==> src/logic/stbuf_pkg.sv <==
package stbuf_pkg;

   // ------------------------------
   // sizes
   // ------------------------------
   localparam int DEPTH   = 4;              // store buffer entries
   localparam int ADDR_W  = 16;             // byte address
   localparam int DATA_W  = 32;
   localparam int BYTE_W  = 4;              // bytes per word
   localparam int OFS_W   = 2;              // byte offset within word
   localparam int WADDR_W = ADDR_W - OFS_W; // word address
   localparam int PTR_W   = 2;
   localparam int CNT_W   = 3;              // 0 .. DEPTH

   // access size of a store
   typedef enum logic [1:0] {
      SZ_BYTE = 2'd0,
      SZ_HALF = 2'd1,
      SZ_WORD = 2'd2
   } store_size_e;

   // ------------------------------
   // packets
   // ------------------------------
   typedef struct packed {
      logic                valid;
      store_size_e         size;
      logic [ADDR_W-1:0]   addr;   // byte address, aligned to size
      logic [DATA_W-1:0]   data;   // right aligned
   } store_req_t;

   // store placed in its lanes
   typedef struct packed {
      logic                valid;
      logic [WADDR_W-1:0]  waddr;
      logic [BYTE_W-1:0]   be;
      logic [DATA_W-1:0]   data;
   } lane_wr_t;

   typedef struct packed {
      logic                valid;
      logic [WADDR_W-1:0]  waddr;
      logic [BYTE_W-1:0]   be;
      logic [DATA_W-1:0]   data;
   } stbuf_entry_t;

   typedef struct packed {
      logic                valid;
      logic [WADDR_W-1:0]  waddr;
      logic [BYTE_W-1:0]   be;
      logic [DATA_W-1:0]   data;
   } stbuf_drain_t;

   typedef struct packed {
      logic [BYTE_W-1:0]   be;     // bytes the buffer holds
      logic [DATA_W-1:0]   data;
   } ld_fwd_t;

endpackage

==> src/logic/stbuf_drain_fwd.sv <==
module stbuf_drain_fwd (
   input  stbuf_pkg::stbuf_entry_t [stbuf_pkg::DEPTH-1:0] entries,
   input  logic [stbuf_pkg::PTR_W-1:0]                    rd_ptr,
   input  logic [stbuf_pkg::WADDR_W-1:0]                  ld_word_addr,
   output stbuf_pkg::stbuf_drain_t                        drain,
   output stbuf_pkg::ld_fwd_t                             fwd
);

   stbuf_pkg::stbuf_entry_t        head;
   logic [stbuf_pkg::DEPTH-1:0]    ld_hit;
   logic [stbuf_pkg::BYTE_W-1:0]   fwd_be;
   logic [stbuf_pkg::DATA_W-1:0]   fwd_data;

   // ------------------------------
   // drain side
   // ------------------------------
   assign head = entries[rd_ptr];

   always_comb begin
      drain.valid = head.valid;
      drain.waddr = head.waddr;
      drain.be    = head.be;
      drain.data  = head.data;
   end

   // ------------------------------
   // load forwarding
   // ------------------------------
   always_comb begin
      for (int i = 0; i < stbuf_pkg::DEPTH; i++) begin
         ld_hit[i] = entries[i].valid && (entries[i].waddr == ld_word_addr);
      end
   end

   // at most one live entry per word, so an OR merge is enough
   always_comb begin
      fwd_be   = '0;
      fwd_data = '0;
      for (int i = 0; i < stbuf_pkg::DEPTH; i++) begin
         if (ld_hit[i]) begin
            fwd_be = fwd_be | entries[i].be;
         end
         for (int b = 0; b < stbuf_pkg::BYTE_W; b++) begin
            if (ld_hit[i] && entries[i].be[b]) begin
               fwd_data[8*b +: 8] = fwd_data[8*b +: 8] | entries[i].data[8*b +: 8];
            end
         end
      end
   end

   always_comb begin
      fwd.be   = fwd_be;
      fwd.data = fwd_data;   // bytes without enable read as zero
   end

endmodule

==> src/logic/stbuf_queue.sv <==
module stbuf_queue (
   input  logic                                                 clk,
   input  logic                                                 rst_n,
   input  stbuf_pkg::lane_wr_t                                  wr,
   input  logic                                                 commit,
   output stbuf_pkg::stbuf_entry_t [stbuf_pkg::DEPTH-1:0]       entries,
   output logic [stbuf_pkg::PTR_W-1:0]                          rd_ptr,
   output logic                                                 full,
   output logic                                                 empty
);

   // control state
   logic [stbuf_pkg::DEPTH-1:0]   vld_q;
   logic [stbuf_pkg::PTR_W-1:0]   wr_ptr_q;
   logic [stbuf_pkg::PTR_W-1:0]   rd_ptr_q;
   logic [stbuf_pkg::CNT_W-1:0]   count_q;

   // payload
   logic [stbuf_pkg::WADDR_W-1:0] waddr_q [stbuf_pkg::DEPTH];
   logic [stbuf_pkg::BYTE_W-1:0]  be_q    [stbuf_pkg::DEPTH];
   logic [stbuf_pkg::DATA_W-1:0]  data_q  [stbuf_pkg::DEPTH];

   logic [stbuf_pkg::DEPTH-1:0]   popping;
   logic [stbuf_pkg::DEPTH-1:0]   match;
   logic [stbuf_pkg::DEPTH-1:0]   alloc_sel;
   logic [stbuf_pkg::DATA_W-1:0]  merged  [stbuf_pkg::DEPTH];
   logic                          pop;
   logic                          hit;
   logic                          alloc;

   assign pop = commit && vld_q[rd_ptr_q];  // only a live head pops

   // ------------------------------
   // coalesce lookup
   // ------------------------------
   always_comb begin
      for (int i = 0; i < stbuf_pkg::DEPTH; i++) begin
         popping[i]   = pop && (rd_ptr_q == stbuf_pkg::PTR_W'(i));
         // never merge into the entry leaving this cycle
         match[i]     = vld_q[i] && !popping[i] && (waddr_q[i] == wr.waddr);
         alloc_sel[i] = (wr_ptr_q == stbuf_pkg::PTR_W'(i));
      end
   end

   assign hit   = |match;
   assign alloc = wr.valid && !hit;

   // newer bytes win, the rest stay
   always_comb begin
      for (int i = 0; i < stbuf_pkg::DEPTH; i++) begin
         for (int b = 0; b < stbuf_pkg::BYTE_W; b++) begin
            merged[i][8*b +: 8] = wr.be[b] ? wr.data[8*b +: 8] : data_q[i][8*b +: 8];
         end
      end
   end

   // ------------------------------
   // pointers, valids, count
   // ------------------------------
   always_ff @(posedge clk) begin
      if (!rst_n) begin
         vld_q    <= '0;
         wr_ptr_q <= '0;
         rd_ptr_q <= '0;
         count_q  <= '0;
      end else begin
         if (pop) begin
            vld_q[rd_ptr_q] <= 1'b0;
            rd_ptr_q        <= rd_ptr_q + stbuf_pkg::PTR_W'(1);
         end
         if (alloc) begin
            vld_q[wr_ptr_q] <= 1'b1;               // set after clear, alloc wins
            wr_ptr_q        <= wr_ptr_q + stbuf_pkg::PTR_W'(1);
         end
         count_q <= count_q + stbuf_pkg::CNT_W'(alloc) - stbuf_pkg::CNT_W'(pop);
      end
   end

   // ------------------------------
   // entry payload
   // ------------------------------
   always_ff @(posedge clk) begin
      for (int i = 0; i < stbuf_pkg::DEPTH; i++) begin
         if (alloc && alloc_sel[i]) begin
            waddr_q[i] <= wr.waddr;
            be_q[i]    <= wr.be;
            data_q[i]  <= wr.data;
         end else if (wr.valid && match[i]) begin
            be_q[i]    <= be_q[i] | wr.be;   // coalesce
            data_q[i]  <= merged[i];
         end
      end
   end

   // ------------------------------
   // outputs
   // ------------------------------
   always_comb begin
      for (int i = 0; i < stbuf_pkg::DEPTH; i++) begin
         entries[i].valid = vld_q[i];
         entries[i].waddr = waddr_q[i];
         entries[i].be    = be_q[i];
         entries[i].data  = data_q[i];
      end
   end

   assign rd_ptr = rd_ptr_q;
   assign full   = (count_q == stbuf_pkg::CNT_W'(stbuf_pkg::DEPTH));
   assign empty  = (count_q == '0);

endmodule

==> src/logic/stbuf_top.sv <==
module stbuf_top (
   input  logic                                clk,
   input  logic                                rst_n,
   input  stbuf_pkg::store_req_t               store,
   input  logic                                commit,       // pops head
   input  logic [stbuf_pkg::WADDR_W-1:0]       ld_word_addr, // lookup level
   output stbuf_pkg::stbuf_drain_t             drain,
   output stbuf_pkg::ld_fwd_t                  fwd,
   output logic                                full,
   output logic                                empty
);

   stbuf_pkg::lane_wr_t                            lane_wr;
   stbuf_pkg::stbuf_entry_t [stbuf_pkg::DEPTH-1:0] entries;
   logic [stbuf_pkg::PTR_W-1:0]                    rd_ptr;

   // ------------------------------
   // store -> lanes -> buffer -> drain/fwd
   // ------------------------------
   store_lane_align u_align (
      .req (store),
      .wr  (lane_wr)
   );

   stbuf_queue u_queue (
      .clk     (clk),
      .rst_n   (rst_n),
      .wr      (lane_wr),
      .commit  (commit),
      .entries (entries),
      .rd_ptr  (rd_ptr),
      .full    (full),
      .empty   (empty)
   );

   stbuf_drain_fwd u_drain_fwd (
      .entries      (entries),
      .rd_ptr       (rd_ptr),
      .ld_word_addr (ld_word_addr),
      .drain        (drain),
      .fwd          (fwd)
   );

endmodule

==> src/logic/store_lane_align.sv <==
module store_lane_align (
   input  stbuf_pkg::store_req_t req,
   output stbuf_pkg::lane_wr_t   wr
);

   logic [stbuf_pkg::OFS_W-1:0]  ofs;
   logic [stbuf_pkg::BYTE_W-1:0] size_mask;
   logic [stbuf_pkg::BYTE_W-1:0] lane_be;
   logic [stbuf_pkg::DATA_W-1:0] lane_data;
   logic [stbuf_pkg::DATA_W-1:0] be_bits;

   assign ofs = req.addr[stbuf_pkg::OFS_W-1:0];

   // ------------------------------
   // size decode
   // ------------------------------
   always_comb begin
      case (req.size)
         stbuf_pkg::SZ_BYTE: size_mask = 4'b0001;
         stbuf_pkg::SZ_HALF: size_mask = 4'b0011;
         stbuf_pkg::SZ_WORD: size_mask = 4'b1111;
         default:            size_mask = 4'b0000;  // unused encoding
      endcase
   end

   // shift into lanes, anything past byte 3 falls off
   assign lane_be   = size_mask << ofs;
   assign lane_data = req.data << {ofs, 3'b000};

   // expand enables to a bit mask
   always_comb begin
      for (int b = 0; b < stbuf_pkg::BYTE_W; b++) begin
         be_bits[8*b +: 8] = {8{lane_be[b]}};
      end
   end

   // keep unused lanes at zero so a fresh entry carries no stale bytes
   always_comb begin
      wr.valid = req.valid;
      wr.waddr = req.addr[stbuf_pkg::ADDR_W-1:stbuf_pkg::OFS_W];
      wr.be    = lane_be;
      wr.data  = lane_data & be_bits;
   end

endmodule

==> config.mk <==
export PLATFORM = sky130hd
export DESIGN_NAME = stbuf_top
export DESIGN_NICKNAME = d
export VERILOG_FILES = /design/src/logic/stbuf_pkg.sv /design/src/logic/stbuf_drain_fwd.sv /design/src/logic/stbuf_queue.sv /design/src/logic/stbuf_top.sv /design/src/logic/store_lane_align.sv
export SDC_FILE = /design/constraint.sdc
export NUM_CORES = 1
export LEC_CHECK = 0
export BUFFER_PORTS_ARGS = -buffer_cell sky130_fd_sc_hd__buf_2
export CAP_MARGIN = 10
export CORE_UTILIZATION = 35
export DETAILED_ROUTE_END_ITERATION = 6
export GPL_TIMING_DRIVEN = 0
export MAX_ROUTING_LAYER = met4
export PLACE_DENSITY = 0.54
export SLEW_MARGIN = 20
export SYNTH_ARGS = -nofsm -noshare
export SYNTH_HDL_FRONTEND = slang
export SYNTH_SLANG_ARGS = --single-unit
==> constraint.sdc <==
create_clock -name clk -period 3.8 [get_ports clk]
set_input_delay 0.38 -clock clk [delete_from_list [all_inputs] [get_ports clk]]
set_output_delay 0.38 -clock clk [all_outputs]
set_load 0.03 [all_outputs]
==> out/metrics.yaml, run 1 <==
routing:
  routed_wl_mm: 33.62
  post_drt_wl_per_cell_um: 23.71
  drt_iter0_drc: 710
  ant_nets: 0
  routed-via-count: 7741
  dr.pass1.iters: 7
  drc_errors: 18
  via_per_inst: 5.459
cts:
  clock_path_buffers: 3
  clock-sinks: 211
  path_clk_slew_ns: 0.06
  cts_root_buf: "clkbuf_16"
  worstSkewPairLatency_ns: 0.53
  tritoncts: "yes"
  cts_hold_buf: 0
  cts_buffers: 24
  htree_num_levels: 1
power_and_ir_drop:
  share_comb_of_total_power_pct: 15.2
  power_frac_clock_pct: 36.9
  seqPwrFrac_pct: 47.9
  p_total_mw: 5.751
  ir_drop_v: 0.0002347
  power_switching_mw: 1.530
  powerDensity_nw_per_um2: 440.5
  p_leak_nw: 4.620
  intPower_mw: 4.222
  sw_frac_of_total_pct: 26.60
setup_path:
  crit_arrival_ns: 3.43
  crit_path_end_kind: "output pin"
  crit_required_ns: 3.42
  start_kind: "flop"
  crit_fanout: 9
  startpoint: "u_queue.waddr_q[3][2]"
  reg2reg_from: "u_queue.rd_ptr[0]"
  crit_chain: "xnor2_1 -> nand4_1 -> or4_1 -> clkbuf_1 -> nor2_1 -> a22oi_1 -> nand2_1 -> buf_2"
  crit_path_top_delay_cell: "nor2_1"
  slowest_delay_ns: 0.67
  setup.worst_path.class: "reg2out"
synthesis:
  synth_seq_cells: 211
  synth.area.top_cells: "edfxtp_1 54%, mux4_2 10%, xnor2_1 9.0%, a22oi_1 3.8%, dfxtp_1 2.0%"
  yosysWarnings: 0
  yosys-top-cells-count: "200 x edfxtp_1, 113 x xnor2_1, 56 x a22oi_1, 50 x clkbuf_1, 50 x mux4_2"
  yosysTopAreaCellShare_pct: 54.50
  synthCells: 829
  ys.flop_type: "edfxtp_1"
  ys_types: 41
  synth_top_area_cell: "edfxtp_1"
  syn_area_um2: 11020
  synthMostInstantiatedCell: "edfxtp_1"
  syn_nets: 910
  synth_edf_count: 200
  syn_avg_cell_area_um2: 13.29
  synthArstFlopShare_pct: 0
  synth-seq-area-share_pct: 56.49
floorplan:
  die_w_um: 179.4
  io_pins: 157
  core_area_um2: 30750
  dieArea_um2: 32200
  start_util_pct: 35.84
  row_count: 64
  dieHeight_um: 179.4
global_route:
  grt-ovfl-total: 0
  grt_util_met1_pct: 28.20
  grt_util_met2_pct: 34.30
  grt_pass1_wl_mm: 49.72
  grt_pass1_vias: 7923
  antenna_found_initial: 0
  grt_use_total_pct: 21.35
  grt_max_degree: 15
  use_met3_pct: 3.120
  busiest_layer: "met2"
placement:
  numPortBuffers: 142
  place_inst: 1377
  dp_hpwl_mm: 24.90
  placed_cell_area_um2: 12310
  pre_cts_ws_ns: 0.1144
  place.gp.congestion: 0.8905
sta:
  period_share_pct: 100.4
  clock_skew_ns: 0.02964
  final_hold_viol_count: 0
  rsz0062_at_grt: "true"
  fmax_mhz: 262.1
  layout_min_cycle_time_ns: 3.815
  worst_pin_slew_ns: 0.9619
  slew_viol_final: 0
  finalSetupTns_ns: -0.01565
  whs_ns: 0.09279
  slew_headroom_pct: 35.87
  fin_ws_ns: -0.01478
  setup_violations: 2
cells_and_area:
  multi_input_area_um2: 4456
  final_nets: 1088
  antenna_cells: 0
  postLayoutCellArea_um2: 13060
  area_growth_pct: 18.48
  drive_gt1_share_pct: 25.24
  ff_latch_area_um2: 6226
  n_fill_cell: 2977
  fin_util_pct: 42.46
  final_cells: 1418
outcome:
  status: "finished with violations"
  violations: "DRC, setup timing"
flow_run:
  maxCapViolations: 0
worst_hold_path:
  hold_path_class: "in2reg"
  hp-start: "store[42]"
what timing repair did:
| item | 4_1_cts | 5_1_grt |
|---|---|---|
| buffers inserted | 0 | 0 |
| gates cloned | 0 | 0 |
| resized for setup | 4 | 5 |
| setup endpoints to repair | 28 | 57 |
| pin swaps | 0 | 0 |
power by group through the flow:
stage	Clock, mW	Sequential (mW)	Combinational (mW)
CTS	2.16	2.76	0.874
global placement	0	2.80	0.857
finish	2.12	2.76	0.871
detailed placement	0	2.80	0.868
global route	2.25	2.77	0.933
floorplan	0	2.78	0.588
worst paths after layout:
path | endpoint | slack [ns] | cells after the start
worst min-delay path | u_queue.waddr_q[3][8] | 0.09 | 1
worst max register to register | u_queue.data_q[0][29] | 0.21 | 8
worst max-delay path | fwd[18] | -0.01 | 8
worst min register to register | u_queue.wr_ptr_q[1] | 0.50 | 2
kinds of logic after synthesis:
group           count (synthesis)  synth area share [%]
compound gates                125                 7.766
xor+xnor                      114                 9.060
mux                            73                 12.47
simple gates                  196                 9.151
flops                         211                 56.49
buf+inv                        97                 3.519
fa+ha+maj                      13                 1.544
layout make-up:
cell class              instances  share of cell area [%]
repair buffers                152                   5.979
well taps                     396                   3.795
multi-input cells             521                   34.12
flip-flops and latches        211                   47.68
clock inverters                11                  0.6516
clock buffers                  30                   4.772
inverters                      29                  0.8337
plain buffers                  68                   2.166
critical path, delay by kind of cell (launching register included):
kind / cells / cell delay, ns
simple gates: 4 / 1.60
xor+xnor: 1 / 0.26
compound gates: 1 / 0.15
flops: 1 / 0.45
buf+inv: 2 / 0.45
flip-flops by register name (all words and copies together), names as in the netlist:
| name | count |
|---|---|
| u_queue.be_q | 16 |
| u_queue.count_q | 3 |
| u_queue.data_q | 128 |
| u_queue.rd_ptr | 2 |
| u_queue.vld_q | 4 |
| u_queue.waddr_q | 56 |
| u_queue.wr_ptr_q | 2 |
placed cells by master (no fill, tap or decap), types with 5 or more instances in the layout:
cell       netlist  routed
buf_4            0       8
xnor2_1        113     113
nand2_1         44      44
mux4_2          50      50
nand3_1         31      31
a22oi_1         56      56
edfxtp_1       200     200
or4_1            5       5
clkinv_1         0       5
o21ai_2          0       5
o21ai_0         33      17
buf_1           14      11
clkbuf_1        50      56
o21ai_1          0      11
a21oi_1         11      11
nand4_1         33      33
nor4_2           2       6
clkbuf_16        0      24
buf_2            1     146
a211oi_1        17      17
inv_1           29      29
and2_1          19      19
ha_1            12      12
nor2_1          35      33
nor2b_1         11      11
mux2i_1         21      21
dfxtp_1         11      11
metal layers:
metal	part of all wire [%]	vias up
met3	6.6	48
met4	2.2	0
met2	48	290
li1	-	3504
met1	43	3899
met5	0	-
Note: power is estimated with default switching activity, not from simulation.
==> run 2: changes to the inputs <==
Clock period 3.8 ns to 3.95 ns, I/O delays scaled along.
==> out/metrics.yaml, run 2 (synthesis gave the netlist of run 1 again) <==
sta:
  period_share_pct: 96.83
  final_hold_viol_count: 0  # unchanged
  layout_min_cycle_time_ns: 3.825
  worst_pin_slew_ns: 0.9618  # -0.0001323 ns
  slew_viol_final: 0  # unchanged
  rsz0062_at_grt: "true"
  fmax_mhz: 261.4
  slew_headroom_pct: 35.88  # about the same
  setup_violations: 0  # -2
  fin_ws_ns: 0.1251  # +0.1399 ns
  clock_skew_ns: 0.03163  # +0.001992 ns
setup_path:
  worst_r2r_endpoint: "u_queue.data_q[0][22]"
  crit_required_ns: 3.56  # +0.14 ns
  setup.worst_path.class: "reg2out"
  crit_arrival_ns: 3.43  # about the same
  crit_fanout: 9  # unchanged
  reg2reg_from: "u_queue.rd_ptr[0]"
  r2r_cells: 7  # -1
  rrSetupSlack_ns: 0.30  # +0.09 ns
  start_kind: "flop"
  crit_path_end_kind: "output pin"
worst_hold_path:
  hp-start: "store[42]"
  hold_end: "u_queue.waddr_q[3][8]"
  hold_path_class: "in2reg"
  hold_depth: 1  # unchanged
outcome:
  status: "finished with violations"
  violations: "DRC"
placement:
  pre_cts_ws_ns: 0.2644  # +0.1500 ns
  numPortBuffers: 142  # unchanged
  place.gp.congestion: 0.8905  # unchanged
  place_inst: 1377  # unchanged
  dp_hpwl_mm: 24.90  # unchanged
power_and_ir_drop:
  intPower_mw: 4.061  # -3.8%
  power_switching_mw: 1.469  # -4.0%
  ir_drop_v: 0.0002262  # -3.6%
  sw_frac_of_total_pct: 26.57  # -0.032 points
  power_frac_clock_pct: 36.9  # about the same
  p_total_mw: 5.530  # -3.8%
  share_comb_of_total_power_pct: 15.1  # about the same
  p_leak_nw: 4.613  # -0.15%
  powerDensity_nw_per_um2: 424.0  # -3.7%
  seqPwrFrac_pct: 48.0  # about the same
cells_and_area:
  final_cells: 1418  # unchanged
  mostFrequentLayoutCells: "200 x edfxtp_1, 146 x buf_2, 113 x xnor2_1, 56 x clkbuf_1, 56 x a22oi_1"
  drive_gt1_share_pct: 24.85  # -0.39 points
  n_fill_cell: 2981  # +0.13%
  regMostFlops: "u_queue.data_q"
  largestRegisters: "u_queue.data_q x128, u_queue.waddr_q x56, u_queue.be_q x16"
  antenna_cells: 0  # unchanged
  multi_input_area_um2: 4441  # -0.34%
  ff_latch_area_um2: 6226  # unchanged
  area_growth_pct: 18.35
  final_nets: 1088  # unchanged
  layout_commonest_cell: "edfxtp_1"
  largest_register_ffs: 128  # unchanged
routing:
  drc_errors: 18  # unchanged
  ant_nets: 0  # unchanged
  via_per_inst: 5.439  # -0.36%
  dr.pass1.iters: 7  # unchanged
  routed_wl_mm: 33.59  # -0.11%
  post_drt_wl_per_cell_um: 23.69  # -0.11%
  drt_iter0_drc: 727  # +2.4%
  routed-via-count: 7713  # -0.36%
cts:
  worstSkewPairLatency_ns: 0.53  # about the same
  tritoncts: "yes"
  htree_num_levels: 1  # unchanged
  path_clk_slew_ns: 0.06  # about the same
  post_cts_buffers: 0  # unchanged
  clock_path_buffers: 3  # unchanged
  cts_buffers: 24  # unchanged
  clock-sinks: 211  # unchanged
  cts_root_buf: "clkbuf_16"
  cts_hold_buf: 0  # unchanged
global_route:
  grt_pass1_vias: 7923  # unchanged
  antenna_found_initial: 0  # unchanged
  grt_max_degree: 15  # unchanged
  grt_use_total_pct: 21.35  # unchanged
  grt-ovfl-total: 0  # unchanged
  grt_pass1_wl_mm: 49.72  # unchanged
floorplan:
  core_area_um2: 30750  # unchanged
  dieArea_um2: 32200  # unchanged
  row_count: 64  # unchanged
  start_util_pct: 35.84  # unchanged
  die_w_um: 179.4  # unchanged
  io_pins: 157  # unchanged
  dieHeight_um: 179.4  # unchanged
flow_run:
  maxCapViolations: 0  # unchanged
## run 2: metal layers
layer  wire length, um  GRT usage [%]  vias to the layer above
li1                  -              -                     3501
met1             14650          28.20                     3874
met2             16050          34.30                      289
met3              2139          3.120                       49
met4               751          6.034                        0
met5                 0              -                        -
## run 2: layout make-up
class | count | area share, %
clock buffers | 30 | 4.777
repair buffers | 152 | 5.986
inverters | 29 | 0.8346
multi-input cells | 521 | 34.05
flip-flops and latches | 211 | 47.74
well taps | 396 | 3.799
plain buffers | 68 | 2.168
clock inverters | 11 | 0.6523
## run 2: worst max-delay path, cell delays in order, from the launching register on
cell and delay (ns):
edfxtp_1 0.45, xnor2_1 0.26, nand4_1 0.23, or4_1 0.54, clkbuf_1 0.23, nor2_1 0.66
a22oi_1 0.15, nand2_1 0.18, buf_2 0.22
## run 2: how the worst max path moves through the flow
stage | to | start | slack (ns) | depth (start not counted)
after detailed placement | u_queue.data_q[0][14] | u_queue.rd_ptr[0] | 0.26 | 7
after CTS | fwd[24] | u_queue.waddr_q[0][5] | 0.07 | 8
final | fwd[18] | u_queue.waddr_q[3][2] | 0.13 | 8
after global placement | u_queue.data_q[2][30] | u_queue.rd_ptr[0] | -0.12 | 7
after global routing | fwd[19] | u_queue.waddr_q[3][2] | -0.02 | 8
after floorplan | u_queue.count_q[2] | u_queue.rd_ptr[1] | 0.97 | 12
## run 2: repair_timing
item | in CTS | in global routing
setup endpoints to repair | 2 | 14
pin swaps | 0 | 0
resized for setup | 1 | 4
## run 2: stage by stage
step | utilization, % | instance area [um^2] | setup TNS, ns | hold slack (ns)
after global routing | 42.42 | 13040 | -0.08016 | 0.1023
after global placement | 39.76 | 12230 | -2.830 | 0.4871
final | 42.42 | 13040 | 0 | 0.1079
after detailed placement | 40.04 | 12310 | 0 | 0.5010
after floorplan | - | 11020 | 0 | 0.4677
after CTS | 42.36 | 13030 | 0 | 0.09671
## run 2: power by group through the flow
stage,Combinational [mW],Clock (mW),Sequential [mW]
floorplan,0.566,0,2.67
detailed placement,0.835,0,2.70
CTS,0.841,2.08,2.65
finish,0.836,2.04,2.65
global placement,0.824,0,2.69
global route,0.896,2.16,2.66
